**config.mk**
```make
export PLATFORM = sky130hd
export DESIGN_NAME = id_stage
export DESIGN_NICKNAME = d
export VERILOG_FILES = /design/src/verilog/id_pkg.sv /design/src/verilog/regfile.sv /design/src/verilog/operand_bypass.sv /design/src/verilog/id_decoder.sv /design/src/verilog/branch_unit.sv /design/src/verilog/id_pipe_reg.sv /design/src/verilog/id_stage.sv
export SDC_FILE = /design/constraint.sdc
export NUM_CORES = 2
export LEC_CHECK = 0
export BUFFER_PORTS_ARGS = -buffer_cell sky130_fd_sc_hd__buf_2
export CAP_MARGIN = 5
export CORE_ASPECT_RATIO = 0.5
export CORE_MARGIN = 1.5
export CORE_UTILIZATION = 45
export DETAILED_ROUTE_END_ITERATION = 16
export PLACE_DENSITY_LB_ADDON = 0.3
export SLEW_MARGIN = 30
export SYNTH_ARGS = -nofsm -noshare
export SYNTH_HDL_FRONTEND = slang
export SYNTH_HIERARCHICAL = 1
export SYNTH_SLANG_ARGS = --single-unit
```
**constraint.sdc**
```tcl
create_clock -name clk -period 9.55 [get_ports clk]
set_clock_uncertainty 0.2 [all_clocks]
set_input_delay 0.4775 -clock clk [delete_from_list [all_inputs] [get_ports clk]]
set_output_delay 0.4775 -clock clk [all_outputs]
set_load 0.02 [all_outputs]
```
**src/verilog/id_pkg.sv**
```systemverilog
`default_nettype none

package id_pkg;

    localparam int DATA_W     = 32;
    localparam int REG_ADDR_W = 5;
    localparam int NUM_REGS   = 32;
    localparam int ALU_OP_W   = 12;

    localparam logic [REG_ADDR_W-1:0] LINK_REG = 5'd31;

    // one-hot alu_op bit positions
    localparam int ALU_ADD  = 0;
    localparam int ALU_SUB  = 1;
    localparam int ALU_SLT  = 2;
    localparam int ALU_SLTU = 3;
    localparam int ALU_AND  = 4;
    localparam int ALU_NOR  = 5;
    localparam int ALU_OR   = 6;
    localparam int ALU_XOR  = 7;
    localparam int ALU_SLL  = 8;
    localparam int ALU_SRL  = 9;
    localparam int ALU_SRA  = 10;
    localparam int ALU_LUI  = 11;

    // primary opcodes
    localparam logic [5:0] OP_SPECIAL = 6'h00;
    localparam logic [5:0] OP_REGIMM  = 6'h01;
    localparam logic [5:0] OP_J       = 6'h02;
    localparam logic [5:0] OP_JAL     = 6'h03;
    localparam logic [5:0] OP_BEQ     = 6'h04;
    localparam logic [5:0] OP_BNE     = 6'h05;
    localparam logic [5:0] OP_BLEZ    = 6'h06;
    localparam logic [5:0] OP_BGTZ    = 6'h07;
    localparam logic [5:0] OP_ADDIU   = 6'h09;
    localparam logic [5:0] OP_LUI     = 6'h0f;
    localparam logic [5:0] OP_LW      = 6'h23;
    localparam logic [5:0] OP_SW      = 6'h2b;

    // SPECIAL function codes
    localparam logic [5:0] FUNC_SLL  = 6'h00;
    localparam logic [5:0] FUNC_SRL  = 6'h02;
    localparam logic [5:0] FUNC_SRA  = 6'h03;
    localparam logic [5:0] FUNC_JR   = 6'h08;
    localparam logic [5:0] FUNC_ADDU = 6'h21;
    localparam logic [5:0] FUNC_SUBU = 6'h23;
    localparam logic [5:0] FUNC_AND  = 6'h24;
    localparam logic [5:0] FUNC_OR   = 6'h25;
    localparam logic [5:0] FUNC_XOR  = 6'h26;
    localparam logic [5:0] FUNC_NOR  = 6'h27;
    localparam logic [5:0] FUNC_SLT  = 6'h2a;
    localparam logic [5:0] FUNC_SLTU = 6'h2b;

    // REGIMM codes carried in the rt field
    localparam logic [4:0] RT_BLTZ = 5'h00;
    localparam logic [4:0] RT_BGEZ = 5'h01;

    typedef struct packed {
        logic [DATA_W-1:0] pc;
        logic [DATA_W-1:0] inst;
    } fetch_bus_t;

    typedef struct packed {
        logic                  we;
        logic [REG_ADDR_W-1:0] waddr;
        logic [DATA_W-1:0]     wdata;
    } wb_bus_t;

    typedef struct packed {
        logic                  valid;
        logic                  we;
        logic [REG_ADDR_W-1:0] waddr;
        logic [DATA_W-1:0]     data;
        logic                  is_load;
    } fwd_src_t;

    typedef struct packed {
        logic [ALU_OP_W-1:0]   alu_op;
        logic                  src1_is_sa;
        logic                  src1_is_pc;
        logic                  src2_is_imm;
        logic                  src2_is_zext;
        logic                  src2_is_8;
        logic                  mem_read;
        logic                  mem_we;
        logic                  gr_we;
        logic [REG_ADDR_W-1:0] dest;
        logic                  reserved_inst;
    } ctrl_t;

    typedef struct packed {
        ctrl_t             ctrl;
        logic [15:0]       imm;
        logic [DATA_W-1:0] rs_value;
        logic [DATA_W-1:0] rt_value;
        logic [DATA_W-1:0] pc;
    } ds_to_es_t;

    typedef struct packed {
        logic              taken;
        logic [DATA_W-1:0] target;
    } br_bus_t;

    // j and jal share one kind
    typedef struct packed {
        logic beq;
        logic bne;
        logic bgez;
        logic bgtz;
        logic blez;
        logic bltz;
        logic jmp;
        logic jr;
    } br_kind_t;

endpackage

`default_nettype wire

```
**src/verilog/regfile.sv**
```systemverilog
`default_nettype none

module regfile
    import id_pkg::*;
(
    input  logic                  clk,
    input  logic [REG_ADDR_W-1:0] raddr1,
    input  logic [REG_ADDR_W-1:0] raddr2,
    input  wb_bus_t               wb,
    output logic [DATA_W-1:0]     rdata1,
    output logic [DATA_W-1:0]     rdata2
);

    logic [DATA_W-1:0] regs [NUM_REGS];

    // register 0 is never written
    always_ff @(posedge clk) begin
        if (wb.we && wb.waddr != '0) begin
            regs[wb.waddr] <= wb.wdata;
        end
    end

    assign rdata1 = (raddr1 == '0) ? '0 : regs[raddr1];
    assign rdata2 = (raddr2 == '0) ? '0 : regs[raddr2];

endmodule

`default_nettype wire

```
**src/verilog/operand_bypass.sv**
```systemverilog
`default_nettype none

module operand_bypass
    import id_pkg::*;
(
    input  logic [REG_ADDR_W-1:0] raddr,
    input  logic [DATA_W-1:0]     rf_data,
    input  fwd_src_t              es_fwd,
    input  fwd_src_t              ms_fwd,
    input  wb_bus_t               wb,
    output logic [DATA_W-1:0]     value,
    output logic                  hazard
);

    logic nonzero;
    logic es_hit;
    logic ms_hit;
    logic wb_hit;

    assign nonzero = (raddr != '0);

    assign es_hit = nonzero & es_fwd.valid & es_fwd.we & (es_fwd.waddr == raddr);
    assign ms_hit = nonzero & ms_fwd.valid & ms_fwd.we & (ms_fwd.waddr == raddr);
    assign wb_hit = nonzero & wb.we & (wb.waddr == raddr);

    // youngest producer wins
    assign value = es_hit ? es_fwd.data :
                   ms_hit ? ms_fwd.data :
                   wb_hit ? wb.wdata : rf_data;

    // load data not ready until memory stage
    assign hazard = es_hit & es_fwd.is_load;

endmodule

`default_nettype wire

```
**src/verilog/id_decoder.sv**
```systemverilog
`default_nettype none

module id_decoder
    import id_pkg::*;
(
    input  logic [DATA_W-1:0]     inst,
    output ctrl_t                 ctrl,
    output logic [15:0]           imm,
    output logic [REG_ADDR_W-1:0] rs_addr,
    output logic [REG_ADDR_W-1:0] rt_addr,
    output br_kind_t              br_kind
);

    logic [5:0]            op;
    logic [5:0]            func;
    logic [REG_ADDR_W-1:0] rs;
    logic [REG_ADDR_W-1:0] rt;
    logic [REG_ADDR_W-1:0] rd;
    logic [REG_ADDR_W-1:0] sa;
    logic                  special;
    logic                  inst_addu;
    logic                  inst_subu;
    logic                  inst_slt;
    logic                  inst_sltu;
    logic                  inst_and;
    logic                  inst_or;
    logic                  inst_xor;
    logic                  inst_nor;
    logic                  inst_sll;
    logic                  inst_srl;
    logic                  inst_sra;
    logic                  inst_addiu;
    logic                  inst_lui;
    logic                  inst_lw;
    logic                  inst_sw;
    logic                  inst_j;
    logic                  inst_jal;
    logic                  inst_jr;
    logic                  dst_is_rd;
    logic                  dst_is_rt;
    logic                  known;

    assign op   = inst[31:26];
    assign rs   = inst[25:21];
    assign rt   = inst[20:16];
    assign rd   = inst[15:11];
    assign sa   = inst[10:6];
    assign func = inst[5:0];

    assign special = (op == OP_SPECIAL);

    // three-register ops need a zero sa field
    assign inst_addu  = special & (func == FUNC_ADDU) & (sa == '0);
    assign inst_subu  = special & (func == FUNC_SUBU) & (sa == '0);
    assign inst_slt   = special & (func == FUNC_SLT)  & (sa == '0);
    assign inst_sltu  = special & (func == FUNC_SLTU) & (sa == '0);
    assign inst_and   = special & (func == FUNC_AND)  & (sa == '0);
    assign inst_or    = special & (func == FUNC_OR)   & (sa == '0);
    assign inst_xor   = special & (func == FUNC_XOR)  & (sa == '0);
    assign inst_nor   = special & (func == FUNC_NOR)  & (sa == '0);
    // shifts by sa leave rs zero
    assign inst_sll   = special & (func == FUNC_SLL)  & (rs == '0);
    assign inst_srl   = special & (func == FUNC_SRL)  & (rs == '0);
    assign inst_sra   = special & (func == FUNC_SRA)  & (rs == '0);
    assign inst_jr    = special & (func == FUNC_JR) & (rt == '0) & (rd == '0) & (sa == '0);
    assign inst_addiu = (op == OP_ADDIU);
    assign inst_lui   = (op == OP_LUI) & (rs == '0);
    assign inst_lw    = (op == OP_LW);
    assign inst_sw    = (op == OP_SW);
    assign inst_j     = (op == OP_J);
    assign inst_jal   = (op == OP_JAL);

    assign br_kind.beq  = (op == OP_BEQ);
    assign br_kind.bne  = (op == OP_BNE);
    assign br_kind.bgez = (op == OP_REGIMM) & (rt == RT_BGEZ);
    assign br_kind.bltz = (op == OP_REGIMM) & (rt == RT_BLTZ);
    assign br_kind.bgtz = (op == OP_BGTZ) & (rt == '0);
    assign br_kind.blez = (op == OP_BLEZ) & (rt == '0);
    assign br_kind.jmp  = inst_j | inst_jal;
    assign br_kind.jr   = inst_jr;

    assign dst_is_rd = inst_addu | inst_subu | inst_slt | inst_sltu | inst_and | inst_or
                     | inst_xor | inst_nor | inst_sll | inst_srl | inst_sra;
    assign dst_is_rt = inst_addiu | inst_lui | inst_lw;

    assign known = dst_is_rd | dst_is_rt | inst_sw | inst_j | inst_jal | inst_jr
                 | br_kind.beq | br_kind.bne | br_kind.bgez | br_kind.bltz
                 | br_kind.bgtz | br_kind.blez;

    always_comb begin
        ctrl = '0;
        ctrl.alu_op[ALU_ADD]  = inst_addu | inst_addiu | inst_lw | inst_sw | inst_jal;
        ctrl.alu_op[ALU_SUB]  = inst_subu;
        ctrl.alu_op[ALU_SLT]  = inst_slt;
        ctrl.alu_op[ALU_SLTU] = inst_sltu;
        ctrl.alu_op[ALU_AND]  = inst_and;
        ctrl.alu_op[ALU_NOR]  = inst_nor;
        ctrl.alu_op[ALU_OR]   = inst_or;
        ctrl.alu_op[ALU_XOR]  = inst_xor;
        ctrl.alu_op[ALU_SLL]  = inst_sll;
        ctrl.alu_op[ALU_SRL]  = inst_srl;
        ctrl.alu_op[ALU_SRA]  = inst_sra;
        ctrl.alu_op[ALU_LUI]  = inst_lui;
        ctrl.src1_is_sa    = inst_sll | inst_srl | inst_sra;
        // jal links pc + 8
        ctrl.src1_is_pc    = inst_jal;
        ctrl.src2_is_8     = inst_jal;
        ctrl.src2_is_imm   = inst_addiu | inst_lui | inst_lw | inst_sw;
        ctrl.src2_is_zext  = 1'b0;
        ctrl.mem_read      = inst_lw;
        ctrl.mem_we        = inst_sw;
        ctrl.gr_we         = dst_is_rd | dst_is_rt | inst_jal;
        ctrl.dest          = inst_jal  ? LINK_REG :
                             dst_is_rt ? rt :
                             dst_is_rd ? rd : '0;
        ctrl.reserved_inst = ~known;
    end

    assign imm     = inst[15:0];
    assign rs_addr = rs;
    assign rt_addr = rt;

endmodule

`default_nettype wire

```
**src/verilog/branch_unit.sv**
```systemverilog
`default_nettype none

module branch_unit
    import id_pkg::*;
(
    input  br_kind_t          br_kind,
    input  logic [DATA_W-1:0] pc,
    input  logic [15:0]       imm,
    input  logic [25:0]       jidx,
    input  logic [DATA_W-1:0] rs_value,
    input  logic [DATA_W-1:0] rt_value,
    input  logic              ds_valid,
    input  logic              ready_go,
    output br_bus_t           br_bus
);

    logic              rs_eq_rt;
    logic              rs_lt_zero;
    logic              rs_le_zero;
    logic              cond_br;
    logic              cond_taken;
    logic [DATA_W-1:0] pc_plus4;
    logic [DATA_W-1:0] br_offset;

    assign rs_eq_rt   = (rs_value == rt_value);
    assign rs_lt_zero = rs_value[DATA_W-1];
    assign rs_le_zero = rs_lt_zero | (rs_value == '0);

    assign cond_br = br_kind.beq | br_kind.bne | br_kind.bgez | br_kind.bltz
                   | br_kind.blez | br_kind.bgtz;

    assign cond_taken = (br_kind.beq  &  rs_eq_rt)
                      | (br_kind.bne  & ~rs_eq_rt)
                      | (br_kind.bgez & ~rs_lt_zero)
                      | (br_kind.bltz &  rs_lt_zero)
                      | (br_kind.blez &  rs_le_zero)
                      | (br_kind.bgtz & ~rs_le_zero);

    // no redirect from an empty or stalled stage
    assign br_bus.taken = (cond_taken | br_kind.jmp | br_kind.jr) & ds_valid & ready_go;

    assign pc_plus4  = pc + 32'd4;
    assign br_offset = {{14{imm[15]}}, imm, 2'b00};

    assign br_bus.target = cond_br    ? pc_plus4 + br_offset :
                           br_kind.jr ? rs_value :
                           {pc_plus4[31:28], jidx, 2'b00};

endmodule

`default_nettype wire

```
**src/verilog/id_pipe_reg.sv**
```systemverilog
`default_nettype none

module id_pipe_reg
    import id_pkg::*;
(
    input  logic       clk,
    input  logic       reset,
    input  logic       fs_valid,
    input  fetch_bus_t fs_bus,
    input  logic       es_allowin,
    input  logic       rs_hazard,
    input  logic       rt_hazard,
    output logic       ds_valid,
    output logic       ds_allowin,
    output logic       ds_to_es_valid,
    output fetch_bus_t ds_bus
);

    logic ds_ready_go;

    // a load in execute feeding either operand holds the stage
    assign ds_ready_go    = ~(rs_hazard | rt_hazard);
    assign ds_to_es_valid = ds_valid & ds_ready_go;
    assign ds_allowin     = ~ds_valid | (ds_ready_go & es_allowin);

    always_ff @(posedge clk) begin
        if (reset) begin
            ds_valid <= 1'b0;
        end else if (ds_allowin) begin
            ds_valid <= fs_valid;
        end
    end

    // payload only
    always_ff @(posedge clk) begin
        if (fs_valid && ds_allowin) begin
            ds_bus <= fs_bus;
        end
    end

endmodule

`default_nettype wire

```
**src/verilog/id_stage.sv**
```systemverilog
`default_nettype none

module id_stage
    import id_pkg::*;
(
    input  logic      clk,
    input  logic      reset,
    input  logic      fs_valid,
    input  fetch_bus_t fs_bus,
    input  logic      es_allowin,
    input  fwd_src_t  es_fwd,
    input  fwd_src_t  ms_fwd,
    input  wb_bus_t   wb_bus,
    output logic      ds_allowin,
    output logic      ds_to_es_valid,
    output ds_to_es_t ds_to_es_bus,
    output br_bus_t   br_bus
);

    logic                  ds_valid;
    fetch_bus_t            ds_bus;
    ctrl_t                 ctrl;
    logic [15:0]           imm;
    logic [REG_ADDR_W-1:0] rs_addr;
    logic [REG_ADDR_W-1:0] rt_addr;
    br_kind_t              br_kind;
    logic [DATA_W-1:0]     rf_rdata1;
    logic [DATA_W-1:0]     rf_rdata2;
    logic [DATA_W-1:0]     rs_value;
    logic [DATA_W-1:0]     rt_value;
    logic                  rs_hazard;
    logic                  rt_hazard;

    id_pipe_reg u_pipe_reg (
        .clk            (clk),
        .reset          (reset),
        .fs_valid       (fs_valid),
        .fs_bus         (fs_bus),
        .es_allowin     (es_allowin),
        .rs_hazard      (rs_hazard),
        .rt_hazard      (rt_hazard),
        .ds_valid       (ds_valid),
        .ds_allowin     (ds_allowin),
        .ds_to_es_valid (ds_to_es_valid),
        .ds_bus         (ds_bus)
    );

    id_decoder u_decoder (
        .inst    (ds_bus.inst),
        .ctrl    (ctrl),
        .imm     (imm),
        .rs_addr (rs_addr),
        .rt_addr (rt_addr),
        .br_kind (br_kind)
    );

    regfile u_regfile (
        .clk    (clk),
        .raddr1 (rs_addr),
        .raddr2 (rt_addr),
        .wb     (wb_bus),
        .rdata1 (rf_rdata1),
        .rdata2 (rf_rdata2)
    );

    operand_bypass rs_bypass (
        .raddr   (rs_addr),
        .rf_data (rf_rdata1),
        .es_fwd  (es_fwd),
        .ms_fwd  (ms_fwd),
        .wb      (wb_bus),
        .value   (rs_value),
        .hazard  (rs_hazard)
    );

    operand_bypass rt_bypass (
        .raddr   (rt_addr),
        .rf_data (rf_rdata2),
        .es_fwd  (es_fwd),
        .ms_fwd  (ms_fwd),
        .wb      (wb_bus),
        .value   (rt_value),
        .hazard  (rt_hazard)
    );

    branch_unit u_branch (
        .br_kind  (br_kind),
        .pc       (ds_bus.pc),
        .imm      (imm),
        .jidx     (ds_bus.inst[25:0]),
        .rs_value (rs_value),
        .rt_value (rt_value),
        .ds_valid (ds_valid),
        .ready_go (~(rs_hazard | rt_hazard)),
        .br_bus   (br_bus)
    );

    assign ds_to_es_bus.ctrl     = ctrl;
    assign ds_to_es_bus.imm      = imm;
    assign ds_to_es_bus.rs_value = rs_value;
    assign ds_to_es_bus.rt_value = rt_value;
    assign ds_to_es_bus.pc       = ds_bus.pc;

endmodule

`default_nettype wire

```
==> flow_metrics.py <==
metrics = {
    "floorplan": {
        "fp.dieH_um": 255,
        "fp.dieW_um": 507,
        "start_util": 0.453,
        "core_area_um2": 126000,
        "row_count": 92,
        "dieArea_um2": 129000,
        "ios": 359,
    },
    "sta": {
        "tightest_slew_ns": 1.11,
        "final.setup.worst_slack_ns": 2.38,
        "finalCriticalPeriod_ns": 7.17,
        "max_freq_mhz": 139,
        "holdWs_ns": 0.0579,
        "drv_slew": 0,
        "setup_viol": 0,
        "hold_viol_final": 0,
        "fin_setup_tns_ns": 0,
        "period_share": 0.751,
        "grt_setup_unrepaired": "false",
        "maxSlewHeadroom": 0.261,
    },
    "worst_setup_path": {
        "crit_slowest_cell": "nor2b_2",
        "cp-start-kind": "flip-flop",
        "endpoint_kind": "output port",
        "crit_family": "compound AO/OA/AOI/OAI gates",
        "cp.arrival_ns": 6.50,
        "cpMostUsedCell": "buf_4",
        "path_buf_inv": 3,
        "max_stage_delay_ns": 0.87,
        "critPathMaxFanout": 22,
        "crit_chain": "buf_4 > nor2b_2 > buf_4 > a22oi_1 > a311oi_1 > a221oi_2 > o21ai_1 > xnor2_1 > nand4_1 > nor4_1 > nand2_1 > mux2i_1 > a31oi_1 > buf_2",
        "required_ns": 8.87,
        "path_class": "reg -> out",
    },
    "placement": {
        "port_buffers": 356,
        "pre_cts_ws_ns": 3.33,
        "dp_hpwl_mm": 127,
        "gp_congestion": 0.978,
    },
    "yosys": {
        "synth.avg_cell_area_um2": 15.6,
        "netlist_area_um2": 57100,
        "async_flop_share": 0,
        "synth.distinct_cells": 81,
        "yosys-top-cells-count": "1088 x edfxtp_1, 342 x mux2i_1, 298 x mux4_2",
        "synth_edf_count": 1088,
        "yosys_warnings": 6,
        "synthTopCellsByArea": "edfxtp_1 57%, mux4_2 12%, mux2i_1 6.0%",
        "synthCells": 3666,
        "yosysMostFrequentCell": "edfxtp_1",
        "ys_ff_latch": 1089,
        "dominantRegCellSynth": "edfxtp_1",
        "yosysTopAreaCell": "edfxtp_1",
        "yosys.area.top_type_share": 0.573,
        "ys_seq_area_frac": 0.573,
    },
    "grt": {
        "antenna_found_initial": 33,
        "grt_pass1_wl_mm": 286,
        "grt_overflow_total": 0,
        "grt_usage": 0.313,
        "grt_max_degree": 119,
        "grt_pass1_vias": 38000,
    },
    "pwr": {
        "power.total_mw": 11.5,
        "ir_drop_v": 0.000156,
        "cellPowerDensity_nw_per_um2": 178,
        "power.leakage_nw": 21.6,
    },
    "clock_network": {
        "cts_resized": 0,
        "cts_buffer_depth": 3,
        "cts_sinks": 1089,
        "cts_tree": "done",
        "cts.reportedPaths.clkPinSlew_ns": 0.06,
        "cts_root_buffer": "clkbuf_16",
        "cts_max_level": 3,
        "insertion_delay_ns": 0.73,
        "cts_setup_buffers": 0,
        "cts_made_buffers": 102,
        "cts_hold_buf": 66,
    },
    "finish": {
        "finish.net_count": 4227,
        "drive_gt1_frac": 0.279,
        "syn_to_final_growth_pct": 12.8,
    },
    "outcome": {
        "outcome": "finished, final reports clean",
    },
    "route": {
        "vias": 40300,
        "drt-total-wl_mm": 208,
        "drc_errors": 0,
        "ant_nets": 0,
        "drtIter0Drc": 6001,
        "wl_per_cell_um": 35.9,
        "viasPerCell": 6.96,
        "drt_first_pass_iters": 6,
    },
    "min_path": {
        "min_path_type": "in -> reg",
    },
    "job": {
        "maxCapViolations": 0,
    },
}
==> worst reg2reg max path, stage by stage, from the launching register on <==
cell      delay [ns]
edfxtp_1        0.59
buf_4           0.40
nor4_2          0.50
or3_1           0.24
a211oi_4        0.07
buf_4           0.26
and2_1          0.28
o32ai_4         0.71
buf_4           0.71
==> per-stage QoR <==
stage               instance area (µm²)  instances  utilization
floorplan                         57200       3697            -
global placement                  60400       5527        0.480
detailed placement                60500       5527        0.481
CTS                               64300       5774        0.511
global route                      64300       5783        0.511
finish                            64400       5790        0.512
==> state kept, by name, summed over array words and instances (netlist names) <==
| name | count |
|---|---|
| u_pipe_reg/ds_bus | 64 |
| u_regfile/regs | 1024 |
| u_pipe_reg/ds_valid | 1 |
==> power by group <==
group / total, mW / internal, mW / switching [mW] / leakage (nW)
combinational: 2.04 / 0.725 / 1.32 / 10.1
sequential: 5.43 / 5.35 / 0.0736 / 9.89
clock: 4.00 / 2.18 / 1.82 / 1.56
==> path summary, 6_finish.rpt <==
kind	from	endpoint	slack [ns]	depth (start not counted)
worst max register to register	u_pipe_reg/ds_bus[25]$_DFFE_PP_	u_pipe_reg/ds_bus[62]$_DFFE_PP_	5.15	8
worst min register to register	u_pipe_reg/ds_valid$_SDFFE_PP0P_	u_pipe_reg/ds_bus[16]$_DFFE_PP_	0.69	1
worst max-delay path	u_pipe_reg/ds_bus[24]$_DFFE_PP_	br_bus[32]	2.38	14
worst min-delay path	wb_bus[20]	u_regfile/regs[0][20]$_DFFE_PP_	0.06	1
==> layout by cell type (no fill, tap or decap), drive strengths merged, types with 7 or more instances in the layout <==
cell type       n
a211oi         74
a21o           16
a21oi          67
a221oi        121
a22oi          64
a311oi         34
a31oi           7
and2           74
and3           15
buf           459
bufinv          7
clkbuf        120
clkinv         53
conb           33
diode          16
dlygate4sd3    66
edfxtp       1088
ha             35
inv            11
mux2           68
mux2i         342
mux4          352
nand2         211
nand2b          9
nand3          32
nand3b          9
nand4          55
nor2           93
nor2b          46
nor3           22
nor4           19
o2111ai        10
o21ai         225
o221ai         64
or2             8
or3             8
xnor2          76
xor2           31
==> cell families after synthesis <==
kind of cell,Yosys count,share of synthesized area
other,2,0.000132
AND/OR/NAND/NOR,624,0.0568
flip-flops,1089,0.573
multiplexers,762,0.216
AO/OA/AOI/OAI,714,0.0964
buffers and inverters,332,0.0333
adder cells (fa/ha/maj),36,0.00803
XOR/XNOR,107,0.0164
==> final cells by class <==
class | count | area (µm²)
repair buffers | 525 | 3350
flip-flops and latches | 1089 | 32700
clock buffers | 120 | 2660
fillers | 10200 | 61500
well taps | 1692 | 2120
diodes | 16 | 40.0
clock inverters | 61 | 534
multi-input cells | 2276 | 22900
inverters | 11 | 42.5
==> metal layers <==
metal	up-vias	routed length, µm	part of all wire	GRT usage
met3	593	28800	0.14	0.0960
met2	3166	90300	0.43	0.462
li1	15800	-	-	-
met1	20700	78000	0.38	0.429
met4	32	10300	0.049	0.137
met5	-	207	0.0010	0
Power figures use the tool's default switching activity.
